File: src/logic/i2s_pkg.sv
// Shared widths, register map and configuration types
// for the I2S receive port

package i2s_pkg;

    localparam int DATA_W     = 32;
    localparam int ADDR_W     = 5;
    localparam int DIV_W      = 16;
    localparam int BITS_W     = 5;
    localparam int FIFO_DEPTH = 4;
    localparam int PTR_W      = $clog2(FIFO_DEPTH);
    localparam int CNT_W      = PTR_W + 1;

    // Bit positions inside the register words
    localparam int CLK_EN_BIT    = 16;
    localparam int RX_LSB_BIT    = 8;
    localparam int RX_EN_BIT     = 9;
    localparam int STAT_OVF_BIT  = 0;

    //////////////////////////////////////////////////////////////////////
    // Register word addresses
    //////////////////////////////////////////////////////////////////////
    typedef enum logic [ADDR_W-1:0] {
        REG_CLK    = 5'd0,
        REG_RX     = 5'd1,
        REG_STATUS = 5'd2
    } reg_addr_e;

    // Port configuration, 24 bits
    typedef struct packed {
        logic [DIV_W-1:0]  div;
        logic              clk_en;
        logic [BITS_W-1:0] bits_word;
        logic              lsb_first;
        logic              rx_en;
    } rx_cfg_t;

    // One finished lane word, sample right-aligned
    typedef struct packed {
        logic [DATA_W-1:0] data;
        logic              left;
    } lane_word_t;

endpackage

File: src/logic/i2s_reg_if.sv
// Configuration registers, read-back path and sticky overflow status

`timescale 1ns/1ps

module i2s_reg_if (
    input  logic                       sys_clk_i,
    input  logic                       rst_n_i,
    input  logic [i2s_pkg::DATA_W-1:0] cfg_data_i,
    input  logic [i2s_pkg::ADDR_W-1:0] cfg_addr_i,
    input  logic                       cfg_valid_i,
    input  logic                       cfg_rwn_i,
    output logic                       cfg_ready_o,
    output logic [i2s_pkg::DATA_W-1:0] cfg_data_o,
    input  logic                       overflow_i,
    output i2s_pkg::rx_cfg_t           cfg_o
);
    import i2s_pkg::*;

    rx_cfg_t           cfg_q;
    logic              ovf_q;
    logic              req;
    reg_addr_e         addr;
    logic [DATA_W-1:0] rdata;

    // A request is taken once, in the cycle before ready
    assign req  = cfg_valid_i & ~cfg_ready_o;
    assign addr = reg_addr_e'(cfg_addr_i);

    always_comb begin
        rdata = '0;
        case (addr)
            REG_CLK: begin
                rdata[DIV_W-1:0]  = cfg_q.div;
                rdata[CLK_EN_BIT] = cfg_q.clk_en;
            end
            REG_RX: begin
                rdata[BITS_W-1:0] = cfg_q.bits_word;
                rdata[RX_LSB_BIT] = cfg_q.lsb_first;
                rdata[RX_EN_BIT]  = cfg_q.rx_en;
            end
            REG_STATUS: rdata[STAT_OVF_BIT] = ovf_q;
            default: rdata = '0;
        endcase
    end

    always_ff @(posedge sys_clk_i or negedge rst_n_i) begin
        if (!rst_n_i) begin
            cfg_q       <= '0;
            ovf_q       <= 1'b0;
            cfg_ready_o <= 1'b0;
            cfg_data_o  <= '0;
        end else begin
            cfg_ready_o <= req;
            cfg_data_o  <= (req && cfg_rwn_i) ? rdata : '0;
            if (req && !cfg_rwn_i) begin
                case (addr)
                    REG_CLK: begin
                        cfg_q.div    <= cfg_data_i[DIV_W-1:0];
                        cfg_q.clk_en <= cfg_data_i[CLK_EN_BIT];
                    end
                    REG_RX: begin
                        cfg_q.bits_word <= cfg_data_i[BITS_W-1:0];
                        cfg_q.lsb_first <= cfg_data_i[RX_LSB_BIT];
                        cfg_q.rx_en     <= cfg_data_i[RX_EN_BIT];
                    end
                    default: ;
                endcase
            end
            // New overflow wins over a clear in the same cycle
            if (overflow_i) begin
                ovf_q <= 1'b1;
            end else if (req && !cfg_rwn_i && addr == REG_STATUS
                         && cfg_data_i[STAT_OVF_BIT]) begin
                ovf_q <= 1'b0;
            end
        end
    end

    assign cfg_o = cfg_q;

endmodule

File: src/logic/i2s_clkws_gen.sv
// Serial clock divider with rise strobe and word select generation

`timescale 1ns/1ps

module i2s_clkws_gen (
    input  logic             sys_clk_i,
    input  logic             rst_n_i,
    input  i2s_pkg::rx_cfg_t cfg_i,
    output logic             sck_o,
    output logic             sck_oe_o,
    output logic             ws_o,
    output logic             ws_oe_o,
    output logic             rise_o
);
    import i2s_pkg::*;

    logic [DIV_W-1:0]  div_cnt_q;
    logic [BITS_W-1:0] bit_cnt_q;
    logic              half_done;

    // Half period is div+1 sys cycles
    assign half_done = (div_cnt_q >= cfg_i.div);

    always_ff @(posedge sys_clk_i or negedge rst_n_i) begin
        if (!rst_n_i) begin
            div_cnt_q <= '0;
            bit_cnt_q <= '0;
            sck_o     <= 1'b0;
            ws_o      <= 1'b0;
            rise_o    <= 1'b0;
        end else if (!cfg_i.clk_en) begin
            div_cnt_q <= '0;
            bit_cnt_q <= '0;
            sck_o     <= 1'b0;
            ws_o      <= 1'b0;
            rise_o    <= 1'b0;
        end else begin
            rise_o <= 1'b0;
            if (half_done) begin
                div_cnt_q <= '0;
                sck_o     <= ~sck_o;
                rise_o    <= ~sck_o;
                // Falling edge: advance the bit slot, ws flips after the last one
                if (sck_o) begin
                    if (bit_cnt_q >= cfg_i.bits_word) begin
                        bit_cnt_q <= '0;
                        ws_o      <= ~ws_o;
                    end else begin
                        bit_cnt_q <= bit_cnt_q + 1'b1;
                    end
                end
            end else begin
                div_cnt_q <= div_cnt_q + 1'b1;
            end
        end
    end

    assign sck_oe_o = cfg_i.clk_en;
    assign ws_oe_o  = cfg_i.clk_en;

endmodule

File: src/logic/i2s_rx_lane.sv
// Deserializer for one I2S data lane, one-bit delay,
// MSB-first or LSB-first word assembly

`timescale 1ns/1ps

module i2s_rx_lane (
    input  logic                sys_clk_i,
    input  logic                rst_n_i,
    input  i2s_pkg::rx_cfg_t    cfg_i,
    input  logic                rise_i,
    input  logic                ws_i,
    input  logic                sd_i,
    output i2s_pkg::lane_word_t word_o,
    output logic                word_valid_o
);
    import i2s_pkg::*;

    logic              ws_q;
    logic              armed_q;
    logic              ws_edge;
    logic [BITS_W-1:0] bit_cnt_q;
    logic [DATA_W-1:0] shift_q;
    logic [DATA_W-1:0] shift_d;

    assign ws_edge = ws_i ^ ws_q;

    always_comb begin
        shift_d = shift_q;
        if (cfg_i.lsb_first) begin
            shift_d[bit_cnt_q] = sd_i;
        end else begin
            shift_d = {shift_q[DATA_W-2:0], sd_i};
        end
    end

    // The rise on a ws edge carries the last bit of the previous word
    assign word_valid_o = rise_i & ws_edge & armed_q & (bit_cnt_q == cfg_i.bits_word);
    assign word_o       = {shift_d, ~ws_q};

    always_ff @(posedge sys_clk_i or negedge rst_n_i) begin
        if (!rst_n_i) begin
            ws_q      <= 1'b0;
            bit_cnt_q <= '0;
        end else if (rise_i) begin
            ws_q      <= ws_i;
            bit_cnt_q <= ws_edge ? '0 : bit_cnt_q + 1'b1;
        end
    end

    always_ff @(posedge sys_clk_i) begin
        if (rise_i) begin
            shift_q <= ws_edge ? '0 : shift_d;
        end
    end

    // Words count only from the first ws edge seen with rx_en set
    always_ff @(posedge sys_clk_i or negedge rst_n_i) begin
        if (!rst_n_i) begin
            armed_q <= 1'b0;
        end else if (!cfg_i.rx_en) begin
            armed_q <= 1'b0;
        end else if (rise_i && ws_edge) begin
            armed_q <= 1'b1;
        end
    end

endmodule

File: src/logic/i2s_rx_packer.sv
// Pair packer for the two lanes into a four-entry output queue
// with overflow detection

`timescale 1ns/1ps

module i2s_rx_packer (
    input  logic                       sys_clk_i,
    input  logic                       rst_n_i,
    input  i2s_pkg::lane_word_t        word0_i,
    input  i2s_pkg::lane_word_t        word1_i,
    input  logic                       word_valid_i,
    output logic [i2s_pkg::DATA_W-1:0] data_o,
    output logic                       valid_o,
    input  logic                       ready_i,
    output logic                       overflow_o
);
    import i2s_pkg::*;

    logic [DATA_W-1:0] mem_q [FIFO_DEPTH];
    logic [PTR_W-1:0]  wr_ptr_q;
    logic [PTR_W-1:0]  rd_ptr_q;
    logic [CNT_W-1:0]  count_q;
    logic              pair_ok;
    logic              room;
    logic              push;
    logic              pop;

    // Lanes share ws, so a true pair carries the same channel tag
    assign pair_ok = word_valid_i & (word0_i.left == word1_i.left);
    // Free space is judged before this cycle's pop
    assign room    = (count_q <= CNT_W'(FIFO_DEPTH - 2));
    assign push    = pair_ok & room;
    assign pop     = valid_o & ready_i;

    assign valid_o = (count_q != '0);
    assign data_o  = mem_q[rd_ptr_q];

    always_ff @(posedge sys_clk_i) begin
        if (push) begin
            mem_q[wr_ptr_q]        <= word0_i.data;
            mem_q[wr_ptr_q + 1'b1] <= word1_i.data;
        end
    end

    //////////////////////////////////////////////////////////////////////
    // Pointers, fill level and loss pulse
    //////////////////////////////////////////////////////////////////////
    always_ff @(posedge sys_clk_i or negedge rst_n_i) begin
        if (!rst_n_i) begin
            wr_ptr_q   <= '0;
            rd_ptr_q   <= '0;
            count_q    <= '0;
            overflow_o <= 1'b0;
        end else begin
            overflow_o <= word_valid_i & ~push;
            if (push) begin
                wr_ptr_q <= wr_ptr_q + 2'd2;
            end
            if (pop) begin
                rd_ptr_q <= rd_ptr_q + 1'b1;
            end
            case ({push, pop})
                2'b10:   count_q <= count_q + 2'd2;
                2'b11:   count_q <= count_q + 1'b1;
                2'b01:   count_q <= count_q - 1'b1;
                default: count_q <= count_q;
            endcase
        end
    end

endmodule

File: src/logic/i2s_rx_top.sv
// Receive-only I2S port: register file, clock and ws generator,
// two data lanes and the output packer

`timescale 1ns/1ps

module i2s_rx_top (
    input  logic                       sys_clk_i,
    input  logic                       rst_n_i,
    input  logic [i2s_pkg::DATA_W-1:0] cfg_data_i,
    input  logic [i2s_pkg::ADDR_W-1:0] cfg_addr_i,
    input  logic                       cfg_valid_i,
    input  logic                       cfg_rwn_i,
    output logic                       cfg_ready_o,
    output logic [i2s_pkg::DATA_W-1:0] cfg_data_o,
    input  logic                       pad_slave_sd0_i,
    input  logic                       pad_slave_sd1_i,
    output logic                       pad_slave_sck_o,
    output logic                       pad_slave_sck_oe_o,
    output logic                       pad_slave_ws_o,
    output logic                       pad_slave_ws_oe_o,
    output logic [i2s_pkg::DATA_W-1:0] data_rx_o,
    output logic                       data_rx_valid_o,
    input  logic                       data_rx_ready_i
);
    import i2s_pkg::*;

    rx_cfg_t    s_cfg;
    logic       s_rise;
    logic       s_overflow;
    lane_word_t s_word0;
    lane_word_t s_word1;
    logic       s_word0_valid;
    logic       s_word1_valid;

    i2s_reg_if u_reg_if (
        .sys_clk_i   ( sys_clk_i   ),
        .rst_n_i     ( rst_n_i     ),
        .cfg_data_i  ( cfg_data_i  ),
        .cfg_addr_i  ( cfg_addr_i  ),
        .cfg_valid_i ( cfg_valid_i ),
        .cfg_rwn_i   ( cfg_rwn_i   ),
        .cfg_ready_o ( cfg_ready_o ),
        .cfg_data_o  ( cfg_data_o  ),
        .overflow_i  ( s_overflow  ),
        .cfg_o       ( s_cfg       )
    );

    i2s_clkws_gen u_clkws_gen (
        .sys_clk_i ( sys_clk_i          ),
        .rst_n_i   ( rst_n_i            ),
        .cfg_i     ( s_cfg              ),
        .sck_o     ( pad_slave_sck_o    ),
        .sck_oe_o  ( pad_slave_sck_oe_o ),
        .ws_o      ( pad_slave_ws_o     ),
        .ws_oe_o   ( pad_slave_ws_oe_o  ),
        .rise_o    ( s_rise             )
    );

    i2s_rx_lane u_lane0 (
        .sys_clk_i    ( sys_clk_i       ),
        .rst_n_i      ( rst_n_i         ),
        .cfg_i        ( s_cfg           ),
        .rise_i       ( s_rise          ),
        .ws_i         ( pad_slave_ws_o  ),
        .sd_i         ( pad_slave_sd0_i ),
        .word_o       ( s_word0         ),
        .word_valid_o ( s_word0_valid   )
    );

    i2s_rx_lane u_lane1 (
        .sys_clk_i    ( sys_clk_i       ),
        .rst_n_i      ( rst_n_i         ),
        .cfg_i        ( s_cfg           ),
        .rise_i       ( s_rise          ),
        .ws_i         ( pad_slave_ws_o  ),
        .sd_i         ( pad_slave_sd1_i ),
        .word_o       ( s_word1         ),
        .word_valid_o ( s_word1_valid   )
    );

    // Both lanes finish on the same rise
    i2s_rx_packer u_packer (
        .sys_clk_i    ( sys_clk_i                     ),
        .rst_n_i      ( rst_n_i                       ),
        .word0_i      ( s_word0                       ),
        .word1_i      ( s_word1                       ),
        .word_valid_i ( s_word0_valid & s_word1_valid ),
        .data_o       ( data_rx_o                     ),
        .valid_o      ( data_rx_valid_o               ),
        .ready_i      ( data_rx_ready_i               ),
        .overflow_o   ( s_overflow                    )
    );

endmodule

File: config.mk
export PLATFORM = sky130hd
export DESIGN_NAME = i2s_rx_top
export DESIGN_NICKNAME = d
export VERILOG_FILES = /design/src/logic/i2s_pkg.sv /design/src/logic/i2s_reg_if.sv /design/src/logic/i2s_clkws_gen.sv /design/src/logic/i2s_rx_lane.sv /design/src/logic/i2s_rx_packer.sv /design/src/logic/i2s_rx_top.sv
export SDC_FILE = /design/constraint.sdc
export NUM_CORES = 1
export LEC_CHECK = 0
export BUFFER_PORTS_ARGS = -buffer_cell sky130_fd_sc_hd__clkbuf_2
export CORE_ASPECT_RATIO = 1.75
export CORE_MARGIN = 2
export CORE_UTILIZATION = 35
export DETAILED_ROUTE_END_ITERATION = 16
export PLACE_DENSITY_LB_ADDON = 0.3
export SKIP_CTS_REPAIR_TIMING = 1
export SLEW_MARGIN = 25
export SYNTH_ARGS = -nofsm -noshare
export SYNTH_HDL_FRONTEND = slang
export SYNTH_HIERARCHICAL = 1
export SYNTH_SLANG_ARGS = --single-unit
File: constraint.sdc
create_clock -name sys_clk_i -period 5.62 [get_ports sys_clk_i]
set_input_delay 1.686 -clock sys_clk_i [delete_from_list [all_inputs] [get_ports sys_clk_i]]
set_output_delay 1.686 -clock sys_clk_i [all_outputs]
set_load 0.03 [all_outputs]
==> metrics.md <==
| Metric | Value |
|---|---|
| Final WL | 33800 um |
| Finished Layout Cells | 1735 |
| All-Layer GR Usage | 16.1% |
| CTS Root Buffer Type | clkbuf_16 |
| Slew HR | 34.3% |
| IO buf count | 83 |
| Nets | 1241 |
| Initial antenna violation count | 0 |
| Req. time, crit path | 3.93 ns |
| Via count | 8740 |
| Ys flop type | edfxtp_1 |
| Final Hold Fails | 0 |
| 1st-iter DRT viols | 492 |
| Max IR drop VDD | 0.000248 V |
| Share of cells above drive strength 1 | 22.4% |
| Fin Clk Skew | 0.0113 ns |
| Leakage | 6.16 nW |
| H-Tree Depth | 1 |
| Most common library cells after synthesis | edfxtp_1 (192), nor2_1 (146), dfrtp_1 (88), mux2i_1 (74), nand2b_1 (71) |
| Mapped Avg Cell Area | 13.0 um2 |
| Die Wd | 157 um |
| Area growth syn-to-layout | 12.2% |
| Fin Setup TNS | 0 ns |
| Logic pwr share | 24.2% |
| Vias in the first global route | 9045 |
| Io pins | 114 |
| ANT nets after route | 0 |
| Clock Tree Buf Depth | 3 |
| Max stage delay on crit path | 0.94 ns |
| Post-layout util | 39.6% |
| Final min period | 4.40 ns |
| Post-synth top area cell | edfxtp_1 |
| Worst path cell trace | buf_4 -> mux4_1 -> clkbuf_2 |
| Area contributors post-synth | edfxtp_1 (40%), dfrtp_1 (15%), mux2i_1 (5.2%) |
| CTS Buf Count | 28 |
| Top-area cell type share of the netlist area | 40.2% |
| Final Wtd Congestion | 0.773 |
| Slew Limit Fails | 0 |
| Fin crit share | 78.4% |
| Worst-Skew Late Latency | 0.56 ns |
| Pint | 0.00402 W |
| Grt ovf | 0 |
| Sinks on Clock Net | 280 |
| Asr flop ratio synth | 31.4% |
| Sw Ratio | 32.4% |
| WS Path Type | reg -> out |
| Sequential fraction of design power | 42.5% |
| First-pass DRT Iterations | 5 |
| CTS tree | yes |
| Cell Rows | 98 |
| Clock-pin transition on the worst setup and hold timing paths | 0.07 ns |
| First-pass GRT wire length | 53000 um |
| DRC viols | 0 |
| Placed insts | 1683 |
| Slew @ Worst Pin | 0.986 ns |
| Die Span Y | 272 um |
| Pwr/cell area | 369 nW/um2 |
| Unrepaired setup endpoints after global routing | false |
| Via density | 5.04 |
| Fillcell total | 3851 |
| ANT cells | 0 |
| Register area share after synthesis | 55.6% |
| YS warnings | 6 |
| Mapped Area | 14300 um2 |
| Die ar. | 42700 um2 |
| Seq cells post-synth | 280 |
| Yosys cell types | 71 |
| Detailed-route wire length per cell | 19.5 um |
| Count of flip-flops with a built-in enable after synthesis | 192 |
| Largest net degree at the start of global routing | 68 |
| Core Box Area | 40600 um2 |
| # setup viols final | 0 |
| Max Freq | 227 MHz |
| CP Launch Type | flop |
| Peak fanout along the critical path | 22 |
| Slowest-stage cell, CP | dfrtp_2 |
| Max-Cap Viols | 0 |
| Clock share of power | 33.3% |
| Critical path arrival | 2.72 ns |
| Switching pwr | 0.00193 W |
| Initial Util | 35.3% |
| Cells after synthesis | 1100 |
| Post-DP HPWL | 22500 um |
| HP Class | reg -> reg |
| Status | completed |
| Worst Setup End Kind | output port |
| Most common cell in the netlist | edfxtp_1 |
==> power by group through the flow <==
| stage | clock network (W) | registers, W | logic [W] |
|---|---|---|---|
| CTS | 0.00203 | 0.00254 | 0.00146 |
| global route | 0.00212 | 0.00255 | 0.00155 |
| global placement | 0 | 0.00257 | 0.00144 |
| floorplan | 0 | 0.00242 | 0.00117 |
| detailed placement | 0 | 0.00258 | 0.00146 |
| finish | 0.00198 | 0.00252 | 0.00144 |
==> state kept, by name (all words and copies together), names as in the netlist, 2 cells and up <==
| register | cells |
|---|---|
| u_clkws_gen/bit_cnt_q | 5 |
| u_clkws_gen/div_cnt_q | 16 |
| u_lane0/bit_cnt_q | 5 |
| u_lane0/shift_q | 32 |
| u_lane1/bit_cnt_q | 5 |
| u_lane1/shift_q | 32 |
| u_packer/count_q | 3 |
| u_packer/mem_q | 128 |
| u_packer/rd_ptr_q | 2 |
| u_reg_if/cfg_data_o | 17 |
| u_reg_if/cfg_o | 24 |
==> area by class of cell <==
class	count	area, um2	area share (%)
Clock buffer	34	723	4.49
Clock inverter	18	233	1.45
Inverter	37	139	0.863
Multi-Input combinational cell	717	5790	36.0
Sequential cell	280	7980	49.6
Tap cell	550	688	4.28
Timing Repair Buffer	99	538	3.34
==> placed cells by master, fill, tap and decap left out, types with 6 or more instances in the layout <==
master,Yosys,layout
nor3_1,55,55
nand3_1,16,16
nor2_1,146,144
and2_1,12,12
ha_1,33,33
nor3_2,10,10
clkbuf_16,0,28
nor4b_4,6,6
and4bb_2,12,12
conb_1,1,15
xnor2_1,18,18
nand2b_1,71,71
mux2i_1,74,74
dfrtp_1,88,83
mux4_2,30,30
o21ai_0,16,16
inv_1,37,37
clkbuf_2,1,82
mux2_4,10,10
edfxtp_1,192,192
nand4b_1,25,25
nand4_1,18,18
mux2_2,15,15
nor2_2,9,9
clkinv_2,0,7
xor2_1,16,14
nand2_1,27,27
a21oi_1,7,7
clkbuf_1,9,6
buf_4,25,17
and4bb_1,12,12
and3_1,6,6
==> critical path, delay by kind of cell, from the launching register on <==
| kind | cells | cell delay [ns] |
|---|---|---|
| DFF | 1 | 0.94 |
| muxes | 1 | 0.59 |
| buffers and inverters | 2 | 0.61 |
==> kinds of logic (layout without fill, tap and decap cells) <==
group | after synthesis | in the layout | share of synthesized area, %
AO/OA/AOI/OAI | 54 | 54 | 3.07
XOR/XNOR | 34 | 34 | 2.08
adder cells (fa/ha/maj) | 34 | 34 | 3.02
buffers and inverters | 117 | 188 | 4.72
flip-flops | 280 | 280 | 55.6
multiplexers | 132 | 132 | 12.5
other | 1 | 15 | 0.0262
AND/OR/NAND/NOR | 448 | 448 | 19.0
==> layer usage <==
layer	track usage [%]	up-vias	wire length (um)
met5	0	-	0
met4	5.81	0	1150
met3	2.31	57	1330
met2	29.7	193	18100
met1	18.8	4382	13200
li1	-	4108	-
==> through the flow <==
stage	area (um2)	total power (W)	hold slack (ns)	setup slack, ns
3_3_place_gp	15100	0.00401	0.428	1.71
4_1_cts	16100	0.00602	0.458	1.08
3_5_place_dp	15100	0.00403	0.433	1.69
2_1_floorplan	14400	0.00359	0.404	-0.0439
5_1_grt	16100	0.00622	0.471	1.02
6_report	16100	0.00594	0.455	1.22
==> final timing paths <==
| kind | startpoint | endpoint | slack (ns) | cells after the start |
|---|---|---|---|---|
| min in group asynchronous | rst_n_i | u_packer/count_q[0]$_DFFE_PN0P_ | 1.17 | 1 |
| hold / removal | u_packer/overflow_o$_DFF_PN0_ | u_reg_if/ovf_q$_DFFE_PN0P_ | 0.46 | 1 |
| max in group asynchronous | rst_n_i | u_reg_if/cfg_o[1]$_DFFE_PN0P_ | 3.50 | 2 |
| setup / recovery | u_packer/rd_ptr_q[0]$_DFFE_PN0P_ | data_rx_o[17] | 1.22 | 3 |
| hold reg to reg | u_packer/overflow_o$_DFF_PN0_ | u_reg_if/ovf_q$_DFFE_PN0P_ | 0.46 | 1 |
| setup reg to reg | u_clkws_gen/ws_o$_DFFE_PN0P_ | u_packer/mem_q[0][8]$_DFFE_PP_ | 2.14 | 8 |
No activity file was read; power rests on OpenSTA's default activity.
